===== src/rob_pkg.sv =====
package rob_pkg;

    // ROB geometry, one entry per in-flight instruction
    localparam int ROB_ENTRIES = 8;
    localparam int ROB_PTR_W = 3;

    // counters carry one extra bit so that a full ROB is not mistaken for an empty one
    localparam int ROB_CTR_W = 4;

    // number of completion ports, each with its own read and write port into the storage
    localparam int N_CPL_PORTS = 2;

    // payload widths
    localparam int DATA_W = 32;
    localparam int AREG_W = 5;

    // index of one ROB entry, also used as the instruction's tag
    typedef logic [ROB_PTR_W-1:0] rob_tag_t;

    // occupancy from 0 up to ROB_ENTRIES inclusive
    typedef logic [ROB_CTR_W-1:0] rob_cnt_t;

    // result word written back by a completion
    typedef logic [DATA_W-1:0] data_t;

    // architectural destination register index
    typedef logic [AREG_W-1:0] areg_t;

    // one stored ROB entry
    // done is set by the completion path and gates retirement of the head
    typedef struct packed {
        logic  done;
        areg_t dest;
        data_t result;
    } rob_entry_t;

    // request accepted at dispatch, only the destination is known at this point
    typedef struct packed {
        areg_t dest;
    } dispatch_req_t;

    // result delivered by an execution unit, addressed by ROB tag
    typedef struct packed {
        rob_tag_t tag;
        data_t    result;
    } cpl_req_t;

    // instruction leaving the ROB in program order
    typedef struct packed {
        rob_tag_t tag;
        areg_t    dest;
        data_t    result;
    } retire_t;

endpackage


===== src/fifo_ram.sv =====
`timescale 1ns/1ps

module fifo_ram (
    input  logic clk,
    input  logic rst,

    // allocation side, tail of the circular buffer
    output logic                enq_ready,
    input  logic                enq_valid,
    input  rob_pkg::rob_entry_t enq_data,
    output rob_pkg::rob_tag_t   enq_addr,

    // retirement side, head of the circular buffer
    input  logic                deq_ready,
    output logic                deq_valid,
    output rob_pkg::rob_entry_t deq_data,
    output rob_pkg::rob_tag_t   deq_addr,

    // side read ports used by the completion path to fetch an entry by tag
    input  rob_pkg::rob_tag_t   [rob_pkg::N_CPL_PORTS-1:0] rd_addr,
    output rob_pkg::rob_entry_t [rob_pkg::N_CPL_PORTS-1:0] rd_data,

    // side write ports, each one addresses a different entry than the others and the enqueue
    input  logic                [rob_pkg::N_CPL_PORTS-1:0] wr_en,
    input  rob_pkg::rob_tag_t   [rob_pkg::N_CPL_PORTS-1:0] wr_addr,
    input  rob_pkg::rob_entry_t [rob_pkg::N_CPL_PORTS-1:0] wr_data,

    // number of allocated entries not yet dequeued
    output rob_pkg::rob_cnt_t count
);
    import rob_pkg::*;

    // enqueue and dequeue counters, the low bits are the pointers
    rob_cnt_t enq_ctr;
    rob_cnt_t deq_ctr;
    rob_tag_t enq_ptr;
    rob_tag_t deq_ptr;

    // pointer and wrap bit comparisons
    logic eq_msb;
    logic eq_ptr;
    logic fifo_empty;
    logic fifo_full;

    // handshake qualified enqueue and dequeue strobes
    logic enq;
    logic deq;

    // per entry write enables from the enqueue path and from each write port
    logic [ROB_ENTRIES-1:0] enq_we;
    logic [N_CPL_PORTS-1:0][ROB_ENTRIES-1:0] wr_we;
    logic [ROB_ENTRIES-1:0] entry_we;

    // selected input of each entry and the entry storage itself
    rob_entry_t [ROB_ENTRIES-1:0] entry_din;
    rob_entry_t entry_q [ROB_ENTRIES];

    assign enq_ptr = enq_ctr[ROB_PTR_W-1:0];
    assign deq_ptr = deq_ctr[ROB_PTR_W-1:0];

    // equal pointers mean empty when the wrap bits agree and full when they differ
    assign eq_msb = (enq_ctr[ROB_CTR_W-1] == deq_ctr[ROB_CTR_W-1]);
    assign eq_ptr = (enq_ptr == deq_ptr);
    assign fifo_empty = eq_msb & eq_ptr;
    assign fifo_full = ~eq_msb & eq_ptr;

    assign enq_ready = ~fifo_full;
    assign deq_valid = ~fifo_empty;

    assign enq = enq_ready & enq_valid;
    assign deq = deq_ready & deq_valid;

    // both counters advance by one per handshake and wrap naturally at 16
    always_ff @(posedge clk) begin
        if (rst) begin
            enq_ctr <= '0;
            deq_ctr <= '0;
        end else begin
            if (enq) begin
                enq_ctr <= enq_ctr + 1'b1;
            end
            if (deq) begin
                deq_ctr <= deq_ctr + 1'b1;
            end
        end
    end

    // decode the tail pointer into a one-hot enqueue write enable
    always_comb begin
        for (int i = 0; i < ROB_ENTRIES; i++) begin
            enq_we[i] = enq & (enq_ptr == rob_tag_t'(i));
        end
    end

    // decode every write port address into its own one-hot write enable
    always_comb begin
        for (int p = 0; p < N_CPL_PORTS; p++) begin
            for (int i = 0; i < ROB_ENTRIES; i++) begin
                wr_we[p][i] = wr_en[p] & (wr_addr[p] == rob_tag_t'(i));
            end
        end
    end

    // per entry input select
    // the enqueue data is the default and a write port takes over when it hits the entry
    // a free entry is never the target of a completion, so at most one source is active
    always_comb begin
        for (int i = 0; i < ROB_ENTRIES; i++) begin
            entry_we[i] = enq_we[i];
            entry_din[i] = enq_data;
            for (int p = 0; p < N_CPL_PORTS; p++) begin
                if (wr_we[p][i]) begin
                    entry_we[i] = 1'b1;
                    entry_din[i] = wr_data[p];
                end
            end
        end
    end

    // entry registers, loaded only when one of the paths selects them
    always_ff @(posedge clk) begin
        for (int i = 0; i < ROB_ENTRIES; i++) begin
            if (entry_we[i]) begin
                entry_q[i] <= entry_din[i];
            end
        end
    end

    // head entry as seen by the retire stage
    assign deq_data = entry_q[deq_ptr];

    // read muxes for the completion lookups
    always_comb begin
        for (int p = 0; p < N_CPL_PORTS; p++) begin
            rd_data[p] = entry_q[rd_addr[p]];
        end
    end

    // the tail and head pointers double as the tags of the next allocation and retirement
    assign enq_addr = enq_ptr;
    assign deq_addr = deq_ptr;

    // full width difference so that 8 entries is distinct from 0
    assign count = enq_ctr - deq_ctr;

endmodule


===== src/rob_complete.sv =====
`timescale 1ns/1ps

module rob_complete (
    input  logic clk,
    input  logic rst,

    // completions from the execution units, always accepted
    input  logic              [rob_pkg::N_CPL_PORTS-1:0] cpl_valid,
    input  rob_pkg::cpl_req_t [rob_pkg::N_CPL_PORTS-1:0] cpl_req,

    // lookup of the stored entry by tag
    output rob_pkg::rob_tag_t   [rob_pkg::N_CPL_PORTS-1:0] rd_addr,
    input  rob_pkg::rob_entry_t [rob_pkg::N_CPL_PORTS-1:0] rd_data,

    // write back of the completed entry
    output logic                [rob_pkg::N_CPL_PORTS-1:0] wr_en,
    output rob_pkg::rob_tag_t   [rob_pkg::N_CPL_PORTS-1:0] wr_addr,
    output rob_pkg::rob_entry_t [rob_pkg::N_CPL_PORTS-1:0] wr_data
);
    import rob_pkg::*;

    // stage 1 registers, one slot per port
    logic     [N_CPL_PORTS-1:0] s1_valid;
    cpl_req_t [N_CPL_PORTS-1:0] s1_req;

    // every cycle each port captures whatever is presented
    // a new completion can follow directly behind the one in stage 2
    always_ff @(posedge clk) begin
        if (rst) begin
            s1_valid <= '0;
        end else begin
            s1_valid <= cpl_valid;
        end
    end

    // the request payload needs no clear, it is qualified by s1_valid
    always_ff @(posedge clk) begin
        for (int p = 0; p < N_CPL_PORTS; p++) begin
            if (cpl_valid[p]) begin
                s1_req[p] <= cpl_req[p];
            end
        end
    end

    // stage 2 reads the addressed entry and writes it straight back done
    // the destination comes from the stored entry since the completion does not carry it
    // the two ports never target the same tag in one cycle, so they can run side by side
    always_comb begin
        for (int p = 0; p < N_CPL_PORTS; p++) begin
            rd_addr[p] = s1_req[p].tag;
            wr_en[p] = s1_valid[p];
            wr_addr[p] = s1_req[p].tag;
            wr_data[p].done = 1'b1;
            wr_data[p].dest = rd_data[p].dest;
            wr_data[p].result = s1_req[p].result;
        end
    end

endmodule


===== src/rob_dispatch.sv =====
`timescale 1ns/1ps

module rob_dispatch (
    input  logic clk,
    input  logic rst,

    // dispatch request from the front end
    input  logic                   dispatch_valid,
    output logic                   dispatch_ready,
    input  rob_pkg::dispatch_req_t dispatch_req,

    // allocation into the entry storage
    output logic                enq_valid,
    input  logic                enq_ready,
    output rob_pkg::rob_entry_t enq_data,
    input  rob_pkg::rob_tag_t   enq_addr,

    // tag assigned to the request that is enqueued in this cycle
    output logic              alloc_valid,
    output rob_pkg::rob_tag_t alloc_tag
);
    import rob_pkg::*;

    // one-entry holding register for an accepted request
    logic          req_valid;
    dispatch_req_t req_q;

    // the held request leaves when the storage has a free entry
    logic drain;

    assign enq_valid = req_valid;
    assign drain = req_valid & enq_ready;

    // a new request fits when the register is empty or empties on this edge
    assign dispatch_ready = ~req_valid | drain;

    always_ff @(posedge clk) begin
        if (rst) begin
            req_valid <= 1'b0;
        end else if (dispatch_valid && dispatch_ready) begin
            req_valid <= 1'b1;
        end else if (drain) begin
            req_valid <= 1'b0;
        end
    end

    always_ff @(posedge clk) begin
        if (dispatch_valid && dispatch_ready) begin
            req_q <= dispatch_req;
        end
    end

    // new entries start not done, the result field is filled in by the completion path
    always_comb begin
        enq_data.done = 1'b0;
        enq_data.dest = req_q.dest;
        enq_data.result = '0;
    end

    // the allocated tag is the tail pointer at the moment of enqueue
    assign alloc_valid = drain;
    assign alloc_tag = enq_addr;

endmodule


===== src/rob_retire.sv =====
`timescale 1ns/1ps

module rob_retire (
    input  logic clk,
    input  logic rst,

    // head of the entry storage
    input  logic                deq_valid,
    output logic                deq_ready,
    input  rob_pkg::rob_entry_t deq_data,
    input  rob_pkg::rob_tag_t   deq_addr,

    // retire port towards the architectural state
    output logic              retire_valid,
    input  logic              retire_ready,
    output rob_pkg::retire_t  retire_out
);
    import rob_pkg::*;

    // retire output register
    logic    out_valid;
    retire_t out_q;

    // the output register can take a new item when it is empty or being drained
    logic out_free;

    assign out_free = ~out_valid | retire_ready;

    // only a completed head may leave, which keeps retirement in tag order
    assign deq_ready = deq_valid & deq_data.done & out_free;

    always_ff @(posedge clk) begin
        if (rst) begin
            out_valid <= 1'b0;
        end else if (deq_ready) begin
            out_valid <= 1'b1;
        end else if (retire_ready) begin
            out_valid <= 1'b0;
        end
    end

    // the payload changes only on a dequeue, so it stays put under back-pressure
    always_ff @(posedge clk) begin
        if (deq_ready) begin
            out_q.tag <= deq_addr;
            out_q.dest <= deq_data.dest;
            out_q.result <= deq_data.result;
        end
    end

    assign retire_valid = out_valid;
    assign retire_out = out_q;

endmodule


===== src/rob_top.sv =====
`timescale 1ns/1ps

module rob_top (
    input  logic clk,
    input  logic rst,

    // dispatch port
    input  logic                   dispatch_valid,
    output logic                   dispatch_ready,
    input  rob_pkg::dispatch_req_t dispatch_req,

    // tag reported for each allocation
    output logic              alloc_valid,
    output rob_pkg::rob_tag_t alloc_tag,

    // completion ports, no back-pressure
    input  logic              [rob_pkg::N_CPL_PORTS-1:0] cpl_valid,
    input  rob_pkg::cpl_req_t [rob_pkg::N_CPL_PORTS-1:0] cpl_req,

    // retire port
    output logic             retire_valid,
    input  logic             retire_ready,
    output rob_pkg::retire_t retire_out,

    // occupancy
    output rob_pkg::rob_cnt_t rob_count
);
    import rob_pkg::*;

    // dispatch to storage
    logic       enq_valid;
    logic       enq_ready;
    rob_entry_t enq_data;
    rob_tag_t   enq_addr;

    // storage to retire
    logic       deq_valid;
    logic       deq_ready;
    rob_entry_t deq_data;
    rob_tag_t   deq_addr;

    // completion lookups and write backs
    rob_tag_t   [N_CPL_PORTS-1:0] rd_addr;
    rob_entry_t [N_CPL_PORTS-1:0] rd_data;
    logic       [N_CPL_PORTS-1:0] wr_en;
    rob_tag_t   [N_CPL_PORTS-1:0] wr_addr;
    rob_entry_t [N_CPL_PORTS-1:0] wr_data;

    rob_dispatch dispatch_i (
        .clk            (clk),
        .rst            (rst),
        .dispatch_valid (dispatch_valid),
        .dispatch_ready (dispatch_ready),
        .dispatch_req   (dispatch_req),
        .enq_valid      (enq_valid),
        .enq_ready      (enq_ready),
        .enq_data       (enq_data),
        .enq_addr       (enq_addr),
        .alloc_valid    (alloc_valid),
        .alloc_tag      (alloc_tag)
    );

    fifo_ram fifo_ram_i (
        .clk       (clk),
        .rst       (rst),
        .enq_ready (enq_ready),
        .enq_valid (enq_valid),
        .enq_data  (enq_data),
        .enq_addr  (enq_addr),
        .deq_ready (deq_ready),
        .deq_valid (deq_valid),
        .deq_data  (deq_data),
        .deq_addr  (deq_addr),
        .rd_addr   (rd_addr),
        .rd_data   (rd_data),
        .wr_en     (wr_en),
        .wr_addr   (wr_addr),
        .wr_data   (wr_data),
        .count     (rob_count)
    );

    rob_complete complete_i (
        .clk       (clk),
        .rst       (rst),
        .cpl_valid (cpl_valid),
        .cpl_req   (cpl_req),
        .rd_addr   (rd_addr),
        .rd_data   (rd_data),
        .wr_en     (wr_en),
        .wr_addr   (wr_addr),
        .wr_data   (wr_data)
    );

    rob_retire retire_i (
        .clk          (clk),
        .rst          (rst),
        .deq_valid    (deq_valid),
        .deq_ready    (deq_ready),
        .deq_data     (deq_data),
        .deq_addr     (deq_addr),
        .retire_valid (retire_valid),
        .retire_ready (retire_ready),
        .retire_out   (retire_out)
    );

endmodule


===== config.mk =====
export PLATFORM = sky130hd
export DESIGN_NAME = rob_top
export DESIGN_NICKNAME = d
export VERILOG_FILES = /design/src/rob_pkg.sv /design/src/fifo_ram.sv /design/src/rob_complete.sv /design/src/rob_dispatch.sv /design/src/rob_retire.sv /design/src/rob_top.sv
export SDC_FILE = /design/constraint.sdc
export NUM_CORES = 1
export LEC_CHECK = 0
export BUFFER_PORTS_ARGS = -buffer_cell sky130_fd_sc_hd__buf_2
export CAP_MARGIN = 10
export CELL_PAD_IN_SITES_DETAIL_PLACEMENT = 1
export CELL_PAD_IN_SITES_GLOBAL_PLACEMENT = 2
export CORE_UTILIZATION = 48
export DETAILED_ROUTE_END_ITERATION = 6
export GPL_TIMING_DRIVEN = 1
export PLACE_DENSITY_LB_ADDON = 0.1
export SLEW_MARGIN = 20
export SYNTH_ARGS = -nofsm -noshare
export SYNTH_HDL_FRONTEND = slang
export SYNTH_SLANG_ARGS = --single-unit

===== constraint.sdc =====
create_clock -name clk -period 4.15 [get_ports clk]
set_input_delay 0.6225 -clock clk [delete_from_list [all_inputs] [get_ports clk]]
set_output_delay 0.6225 -clock clk [all_outputs]
set_load 0.01 [all_outputs]

==> results of run 1 <==
-- cell families after synthesis --
kind of cell             after synthesis
XOR/XNOR                               6
multiplexers                         152
AND/OR/NAND/NOR                      131
adder cells (fa/ha/maj)               11
flip-flops                           440
AO/OA/AOI/OAI                        361
buffers and inverters                167
-- metrics by stage --
stage          instance area (um^2)  std cells  setup WS (ns)  power [mW]
2_1_floorplan                 20100       1268           1.61        6.62
3_3_place_gp                  21200       1809           1.44        7.18
3_5_place_dp                  21200       1809           1.35        7.20
4_1_cts                       22600       1893           1.20        11.1
5_1_grt                       22600       1893           1.08        11.4
6_report                      22600       1893           1.23        11.0
-- power groups by stage --
stage	Clock, mW	Combinational, mW	Sequential [mW]
floorplan	0	1.19	5.43
global placement	0	1.54	5.63
detailed placement	0	1.56	5.64
CTS	3.95	1.58	5.55
global route	4.11	1.66	5.59
finish	3.89	1.56	5.55
-- layout make-up --
cell class | count | area (um^2) | area share
Clock inverter | 31 | 171 | 0.00759
Inverter | 11 | 41.3 | 0.00183
Multi-Input combinational cell | 661 | 6500 | 0.288
Tap cell | 532 | 666 | 0.0295
Timing Repair Buffer | 165 | 963 | 0.0427
Clock buffer | 53 | 1220 | 0.0540
Sequential cell | 440 | 13000 | 0.576
-- synth_stat cells --
| master | n | area [um^2] |
|---|---|---|
| a22o_1 | 256 | 2240 |
| clkbuf_1 | 40 | 150 |
| nor3_1 | 2 | 10.0 |
| nor2b_1 | 7 | 43.8 |
| buf_6 | 3 | 33.8 |
| a21oi_1 | 8 | 40.0 |
| a31o_2 | 3 | 26.3 |
| and2b_1 | 1 | 7.51 |
| buf_2 | 32 | 160 |
| and2_1 | 1 | 6.26 |
| edfxtp_1 | 419 | 12600 |
| or2_0 | 1 | 6.26 |
| or3_1 | 2 | 12.5 |
| o21a_1 | 1 | 7.51 |
| o22ai_1 | 42 | 263 |
| ha_1 | 10 | 125 |
| nand2_1 | 20 | 75.1 |
| a21o_1 | 6 | 45.0 |
| nor3_2 | 2 | 20.0 |
| mux2_2 | 48 | 541 |
| buf_4 | 9 | 67.6 |
| o21ai_0 | 43 | 215 |
| nand2b_1 | 9 | 56.3 |
| nor2_1 | 72 | 270 |
| buf_1 | 72 | 270 |
| dfxtp_1 | 21 | 420 |
| xor2_1 | 2 | 17.5 |
| mux2i_1 | 10 | 100 |
| o211ai_2 | 1 | 12.5 |
| inv_1 | 11 | 41.3 |
| mux4_2 | 91 | 2050 |
| fa_1 | 1 | 20.0 |
| mux4_1 | 3 | 78.8 |
| xnor2_1 | 4 | 35.0 |
| nand3_1 | 10 | 50.1 |
| nand4_1 | 4 | 25.0 |
| a211oi_1 | 1 | 7.51 |
-- flip-flops by register name (all words and copies together), names as in the netlist, named ones only --
name,flops
complete_i.wr_data,64
fifo_ram_i.enq_ctr,4
complete_i.rd_addr,6
fifo_ram_i.deq_ctr,4
fifo_ram_i.entry_q,304
dispatch_i.enq_valid,1
retire_i.retire_valid,1
dispatch_i.req_q,5
retire_i.retire_out,40
complete_i.wr_en,2
-- critical path: stages, from the launching register on --
cell,delay [ns]
dfxtp_1,0.44
inv_1,0.12
ha_1,0.35
nand3_1,0.12
o21a_1,0.44
buf_2,0.23
-- how the worst max path moves through the flow --
stage | from | end | slack (ns) | cells past startpoint
floorplan | fifo_ram_i.enq_ctr[0] | fifo_ram_i.entry_q[3][0] | 1.61 | 6
global placement | fifo_ram_i.enq_ctr[0] | fifo_ram_i.entry_q[2][13] | 1.44 | 7
detailed placement | fifo_ram_i.enq_ctr[0] | fifo_ram_i.entry_q[2][13] | 1.35 | 7
CTS | fifo_ram_i.enq_ctr[0] | alloc_valid | 1.20 | 5
global route | fifo_ram_i.enq_ctr[0] | alloc_valid | 1.08 | 5
finish | fifo_ram_i.enq_ctr[0] | alloc_valid | 1.23 | 5
-- layer usage --
layer	track usage	vias to the layer above
li1	-	5269
met1	0.388	6566
met2	0.470	561
met3	0.0468	118
met4	0.0829	0
met5	0	-
==> impl_metrics.ini, run 1 <==
[run_status]
failed_checks = design-rule violations
status = finished with violations

[min_path]
min_path_cells = 1
hp-class = input pin to flip-flop
min_from = cpl_req[61]
min_to = complete_i.wr_data[64]

[final_layout]
area_growth_syn_to_layout_pct = 12.1
fillCellCount = 3812
drive_above_1_share = 0.289
final_common_cell = edfxtp_1
layout.nets = 1418
most-common-layout-cells = 419 x edfxtp_1, 256 x a22o_1, 130 x buf_2
fin_util = 0.549
antenna-diode-count = 0

[pwr]
vdd_drop_max_mv = 0.315
power_density_mw_per_mm2 = 487
leakagePower_nw = 7.80
p_comb_frac = 0.142
intPower_mw = 8.14
seqPwrFrac = 0.505
switchingPower_mw = 2.85
switching_share = 0.260
power_frac_clock = 0.353

[synthesis]
synth_top_family_by_area = compound AO/OA/AOI/OAI gates
syn_area_mm2 = 0.0201
seq_area_frac_synth = 0.646
post_synth_num_cell_types = 37
synth-xor-area-share = 0.00261
synth-compound-area-share = 0.142
ys_warn_count = 0
avgSynthCellArea_um2 = 15.9
muxShareOfSynthArea = 0.138
syn_nets = 1360
synth-simple-area-share = 0.0290
ys_seq_elements = 440
yosys.area_share.adder = 0.00721
synth_cells = 1268

[run]
max_cap_violations = 0

[global_route]
gr-total-overflow = 0
grtUsageTotal = 0.284
grt_max_degree = 59
first_global_vias = 13107
grt_pass1_wl_um = 86400
grt_antenna_before_repair = 0

[clocking]
cts_sinks = 440
cts_tree = yes
cts_buffers = 47
post_cts_buffers = 0
clk_pin_slew_worst_paths_ns = 0.06
cts_hold_buf = 0
clock_latency_ns = 0.59
htreeDepth = 2
cts_root_buf = clkbuf_16
clockBufferDepth = 3
cts_resized = 0

[drt]
drtIter0Drc = 1189
routed_wl_um = 59500
via_count = 12514
post_drt_wl_per_cell_um = 31.4
drc_errors = 7
top_layer_used = met4
wl_met2_um = 29000
wl_met3_um = 4310
m1WireLength_um = 24600
first_pass_iters = 7
antenna_left = 0
drt-vias-per-instance = 6.61

[die]
die-width_um = 207
core_area_mm2 = 0.0411
num_io_pins = 131
die_area_mm2 = 0.0428
row_count = 74
die_y_um = 207
initial_core_util = 0.490

[critical_path]
r2r-start = fifo_ram_i.enq_ctr[0]
crit_fanout = 13
reg2regPathDepth = 7
rrSetupSlack_ns = 1.31
cp_data_required_time_ns = 3.53
path_class = flip-flop to output port
worst_setup_path_end_kind = output port
cp.arrival_ns = 2.29
crit_path_start_kind = flip-flop
worstReg2RegEnd = fifo_ram_i.entry_q[1][13]

[timing]
skew_ns = 0.0146
setup_tns_ns = 0
drv_slew = 0
finalSetupViolations = 0
hold_viol_final = 0
fin_hold_ws_ns = 0.204
post-route-period-util = 0.703
rsz0062_at_grt = no
post-route-min-period_ns = 2.92
tightest_slew_ns = 1.00
slew_headroom = 0.325
achievable-frequency_ghz = 0.343

[placement]
port_buffers = 130
gp_routability_congestion = 0.852
dp_hpwl_um = 34100
Note: power is estimated with default switching activity, not from simulation.
==> run 2, diff against run 1 <==
--- a/config.mk
+++ b/config.mk
@@ -9,7 +9,7 @@
 export CAP_MARGIN = 10
 export CELL_PAD_IN_SITES_DETAIL_PLACEMENT = 1
 export CELL_PAD_IN_SITES_GLOBAL_PLACEMENT = 2
-export CORE_UTILIZATION = 48
+export CORE_UTILIZATION = 45
 export DETAILED_ROUTE_END_ITERATION = 6
 export GPL_TIMING_DRIVEN = 1
 export PLACE_DENSITY_LB_ADDON = 0.1
==> constraint.sdc (replaced) <==
create_clock -name clk -period 2.7 [get_ports clk]
set_input_delay 0.405 -clock clk [delete_from_list [all_inputs] [get_ports clk]]
set_output_delay 0.405 -clock clk [all_outputs]
set_load 0.01 [all_outputs]
==> run 2 against run 1 <==
The flow now finishes without violations. Register-to-register slack got worse by 0.82 ns. Worst hold slack got worse by 0.15 ns. Combinational power increased by 67%. First-iteration DRC count decreased by 12%. Design area increased by 5.9%. Sequential share of layout area decreased by 3.2 points. Routed wire length increased by 1.3%. Via count increased by 2.9%. Cell count increased by 9.4%. Highest routed layer is now met5. Non-clock buffer count increased by 109. Setup slack got worse by 1.1 ns. Largest power group unchanged.
==> impl_metrics.ini, run 2 (same netlist as run 1, synthesis figures left out) <==
[die]
core_area_mm2 = 0.0442
die-width_um = 214
initial_core_util = 0.455
row_count = 77
die_area_mm2 = 0.0456
num_io_pins = 131
die_y_um = 214

[pwr]
power_density_mw_per_mm2 = 726
leakagePower_nw = 8.35
vdd_drop_max_mv = 0.508
report.power.total_mw = 17.4

[final_layout]
final_common_cell = edfxtp_1
area_growth_syn_to_layout_pct = 18.7
multi_input_area_mm2 = 0.00649
fillCellCount = 4139
top_register = fifo_ram_i.entry_q
drive_above_1_share = 0.292
regArea_mm2 = 0.0130
layout.nets = 1530
antenna-diode-count = 0
most-common-layout-cells = 419 x edfxtp_1, 256 x a22o_1, 130 x buf_2
largest_register_ffs = 304

[min_path]
min_to = complete_i.rd_addr[5]
min_path_cells = 1
min_from = cpl_req[69]
hp-class = input pin to flip-flop

[clocking]
cts_root_buf = clkbuf_16
clk_pin_slew_worst_paths_ns = 0.05
cts_buffers = 50
clock_latency_ns = 0.59
cts_tree = yes
cts_sinks = 440
htreeDepth = 2
clockBufferDepth = 3

[drt]
drt-vias-per-instance = 6.22
via_count = 12871
post_drt_wl_per_cell_um = 29.1
antenna_left = 0
drc_errors = 0
routed_wl_um = 60300
first_pass_iters = 5
drtIter0Drc = 1051

[global_route]
grtUsageTotal = 0.269
first_global_vias = 13267
grt_pass1_wl_um = 87500
gr-total-overflow = 0
grt_antenna_before_repair = 1
grt_max_degree = 52

[critical_path]
crit_fanout = 7
cp_num_buf_inv = 3
r2r-start = fifo_ram_i.enq_ctr[0]
worstReg2RegEnd = fifo_ram_i.entry_q[2][13]
cp.arrival_ns = 2.16
cp_data_required_time_ns = 2.30
critPathMaxStageDelay_ns = 0.44
reg2regPathDepth = 7
worstPathCellList = inv_1 > ha_1 > nand3_1 > o21a_2 > buf_4 > buf_2
path_class = flip-flop to output port
rrSetupSlack_ns = 0.49
critical-path-slowest-cell = dfxtp_1
cp_top_family = flip-flops
worst_setup_path_end_kind = output port
crit_path_start_kind = flip-flop

[timing]
setup_tns_ns = 0
drv_slew = 0
skew_ns = 0.0162
slew_headroom = 0.452
achievable-frequency_ghz = 0.390
tightest_slew_ns = 0.816
post-route-min-period_ns = 2.56
post-route-period-util = 0.948
hold_viol_final = 0
worst_slack_ns = 0.139
finalSetupViolations = 0
fin_hold_ws_ns = 0.0562

[placement]
gp_routability_congestion = 0.801
place_ws_ns = 0.412
port_buffers = 130
dp_hpwl_um = 35400

[run_status]
status = finished clean

[run]
max_cap_violations = 0
==> run 2: what timing repair did <==
action / 4_1_cts / 5_1_grt
setup endpoints to repair: 0 / 1
hold buffers: 72 / 0
gates resized for setup: 0 / 1
hold endpoints to repair: 72 / 0
setup buffers: 0 / 0
==> run 2: metal layers <==
| layer | wire [um] | up-vias | global-route usage |
|---|---|---|---|
| li1 | - | 5519 | - |
| met1 | 25500 | 6717 | 0.371 |
| met2 | 29100 | 523 | 0.441 |
| met3 | 3950 | 110 | 0.0371 |
| met4 | 1690 | 2 | 0.0916 |
| met5 | 13 | - | 0 |
==> run 2: area by class of cell <==
class / instances / share of cell area
flip-flops and latches: 440 / 0.544
clock buffers: 71 / 0.0574
multi-input cells: 661 / 0.272
inverters: 11 / 0.00173
repair buffers: 274 / 0.0889
well taps: 592 / 0.0310
clock inverters: 21 / 0.00492
==> run 2: report_power, final <==
group / internal [mW] / switching [mW]
combinational: 1.30 / 1.31
sequential: 8.03 / 0.433
clock: 3.61 / 2.68
total: 12.9 / 4.43
==> run 2: per-stage QoR <==
| stage | cell area (um^2) | util | std cells |
|---|---|---|---|
| 2_1_floorplan | 20100 | - | 1268 |
| 3_3_place_gp | 21700 | 0.490 | 1906 |
| 3_5_place_dp | 21700 | 0.490 | 1906 |
| 4_1_cts | 23900 | 0.540 | 2070 |
| 5_1_grt | 23900 | 0.540 | 2070 |
| 6_report | 23900 | 0.540 | 2070 |
==> run 2: worst max-delay path by stage <==
stage / from / to / slack [ns] / depth (start not counted)
6_report: fifo_ram_i.enq_ctr[0] / alloc_valid / 0.14 / 6
5_1_grt: fifo_ram_i.enq_ctr[0] / alloc_valid / -0.003 / 6
2_1_floorplan: fifo_ram_i.enq_ctr[0] / fifo_ram_i.entry_q[3][0] / 0.16 / 6
3_5_place_dp: fifo_ram_i.enq_ctr[0] / fifo_ram_i.entry_q[1][15] / 0.41 / 7
4_1_cts: fifo_ram_i.enq_ctr[0] / alloc_valid / 0.06 / 6
3_3_place_gp: fifo_ram_i.enq_ctr[0] / fifo_ram_i.entry_q[2][17] / 0.49 / 7
==> run 3, diff against run 2 <==
--- a/config.mk
+++ b/config.mk
@@ -5,11 +5,12 @@
 export SDC_FILE = /design/constraint.sdc
 export NUM_CORES = 1
 export LEC_CHECK = 0
+export ABC_AREA = 1
 export BUFFER_PORTS_ARGS = -buffer_cell sky130_fd_sc_hd__buf_2
 export CAP_MARGIN = 10
 export CELL_PAD_IN_SITES_DETAIL_PLACEMENT = 1
 export CELL_PAD_IN_SITES_GLOBAL_PLACEMENT = 2
-export CORE_UTILIZATION = 45
+export CORE_UTILIZATION = 41
 export DETAILED_ROUTE_END_ITERATION = 6
 export GPL_TIMING_DRIVEN = 1
 export PLACE_DENSITY_LB_ADDON = 0.1
==> run 3 against run 2 <==
Register-to-register slack worse by 0.04 ns. Die area is 10% higher. Synthesized area up 0.52%. Total power grew 20%. Design area is 0.52% higher. Critical path depth increased by 3. Cell count rose by 32%. Sequential share of layout area fell by 0.27 points. Sequential power rose by 2%. Count of clock-buffer cells in the layout shrank 1. Core utilization is 4.9 points lower.
==> impl_metrics.ini, run 3 <==
[global_route]
gr-total-overflow = 0
grt_pass1_wl_um = 104000
first_global_vias = 16866
grt_antenna_before_repair = 0
grtUsageTotal = 0.278
grt_max_degree = 145

[drt]
drtIter0Drc = 1193
routed_wl_um = 69100
via_count = 16128
post_drt_wl_per_cell_um = 25.3
drc_errors = 0
drt-vias-per-instance = 5.90
antenna_left = 0
first_pass_iters = 5

[timing]
slew_headroom = 0.382
post-route-period-util = 0.960
tightest_slew_ns = 0.927
hold_viol_final = 0
setup_tns_ns = 0
post-route-min-period_ns = 2.59
drv_slew = 0
finalSetupViolations = 0
skew_ns = 0.0167
fin_hold_ws_ns = 0.0970
achievable-frequency_ghz = 0.386

[synthesis]
avgSynthCellArea_um2 = 11.0
syn_nets = 1940
synth_async_sr_flop_share = 0
ys_warn_count = 0
yosysTopAreaCellShare = 0.622
synth_common_cells = 419 x edfxtp_1, 320 x o22ai_1, 206 x nand2_1, 176 x o21ai_0, 153 x nor2_1
seq_area_frac_synth = 0.642
synth_edf_count = 419
yosys-top-cells-area = edfxtp_1 62%, o22ai_1 9.9%, o21ai_0 4.4%
synth_cells = 1848
yosysMostFrequentCell = edfxtp_1
ys_seq_elements = 440
syn_area_mm2 = 0.0202
yosys.area.top_type = edfxtp_1
synth_ff_type = edfxtp_1
post_synth_num_cell_types = 34

[die]
die_area_mm2 = 0.0503
num_io_pins = 131
die-width_um = 224
die_y_um = 224
row_count = 81
core_area_mm2 = 0.0488
initial_core_util = 0.414

[min_path]
hp-class = input pin to flip-flop

[pwr]
leakagePower_nw = 8.91
power_density_mw_per_mm2 = 867
vdd_drop_max_mv = 0.884

[clocking]
clk_pin_slew_worst_paths_ns = 0.06
cts_sinks = 440
cts_buffers = 50
clockBufferDepth = 3
cts_root_buf = clkbuf_16
htreeDepth = 2
cts_tree = yes
clock_latency_ns = 0.61

[final_layout]
area_growth_syn_to_layout_pct = 18.7
drive_above_1_share = 0.151
layout.nets = 2119
top_register = fifo_ram_i.entry_q
largest_register_ffs = 304
fillCellCount = 5284
regArea_mm2 = 0.0130
final_common_cell = edfxtp_1
antenna-diode-count = 0
most-common-layout-cells = 419 x edfxtp_1, 320 x o22ai_1, 204 x nand2_1
multi_input_area_mm2 = 0.00604

[placement]
dp_hpwl_um = 39100
port_buffers = 130
gp_routability_congestion = 0.823

[critical_path]
crit_fanout = 12
crit_path_start_kind = flip-flop
worst_setup_path_end_kind = output port
cp_data_required_time_ns = 2.30
path_class = flip-flop to output port
cp.arrival_ns = 2.19

[run_status]
status = finished clean

[run]
max_cap_violations = 0
-- run 3: changes by cell type after synthesis, sizes merged, moves of 24 or more --
cell,before,now
a21oi,8,40
a22o,256,0
buf,116,77
inv,11,147
mux2,48,0
mux4,94,0
nand2,20,213
nand3,10,150
nor2,72,177
o211ai,1,25
o21ai,43,184
o22ai,42,320
-- run 3: through the flow --
stage	std cells	worst slack (ns)	area (um^2)	util	power, mW
floorplan	1848	-0.690	20200	-	12.2
global route	2733	-0.0106	24000	0.492	21.8
CTS	2732	0.0216	24000	0.491	20.9
global placement	2563	0.437	21700	0.444	14.1
detailed placement	2563	0.403	21700	0.444	14.3
finish	2733	0.108	24000	0.492	20.8
-- run 3: cells by family (layout without fill, tap and decap cells) --
logic type | count (synthesis) | after routing | share of synthesized area
buf+inv | 274 | 495 | 0.0628
compound gates | 574 | 574 | 0.166
fa+ha+maj | 11 | 11 | 0.00717
xor+xnor | 6 | 6 | 0.00260
flops | 440 | 440 | 0.642
simple gates | 543 | 543 | 0.119
-- run 3: layout make-up --
class | instances | area share
sequential | 440 | 0.542
timing repair buffer | 254 | 0.0846
inverter | 147 | 0.0232
clock inverter | 24 | 0.00755
multi-input combinational | 1134 | 0.251
tap | 664 | 0.0346
clock buffer | 70 | 0.0569
-- run 3: final timing paths --
path / startpoint / end / slack (ns) / cells after the start
min: dispatch_valid / dispatch_i.enq_valid / 0.1 / 3
min reg2reg: fifo_ram_i.deq_ctr[2] / retire_i.retire_out[39] / 0.49 / 0
max: fifo_ram_i.deq_ctr[2] / alloc_valid / 0.11 / 9
max reg2reg: fifo_ram_i.deq_ctr[2] / fifo_ram_i.entry_q[3][18] / 0.45 / 12
-- run 3: repair_timing --
action / 4_1_cts / 5_1_grt
hold buffers: 75 / 0
pin swaps: 0 / 0
resized for setup: 5 / 5
hold endpoints to repair: 77 / 0
buffers inserted: 0 / 1
endpoints found under the setup margin: 1 / 1
-- run 3: metal layers --
layer,part of all wire,track usage,up-vias
met3,0.057,0.0453,114
met1,0.42,0.360,8236
met2,0.49,0.478,564
met4,0.026,0.0797,0
li1,-,-,7214
met5,0,0,-
-- run 3: critical path: stages (launching register included) --
cell and delay [ns]:
dfxtp_4 0.37, inv_1 0.05, ha_1 0.32, nand2_1 0.10, nor2_2 0.14, nand2_1 0.07, nand2_1 0.11, buf_12 0.17
clkinvlp_4 0.10, buf_2 0.15
-- run 3: where the power goes --
| group | total, mW | switching [mW] | internal [mW] |
|---|---|---|---|
| Clock | 6.60 | 2.87 | 3.73 |
| Combinational | 5.57 | 3.89 | 1.68 |
| Sequential | 8.66 | 0.281 | 8.38 |
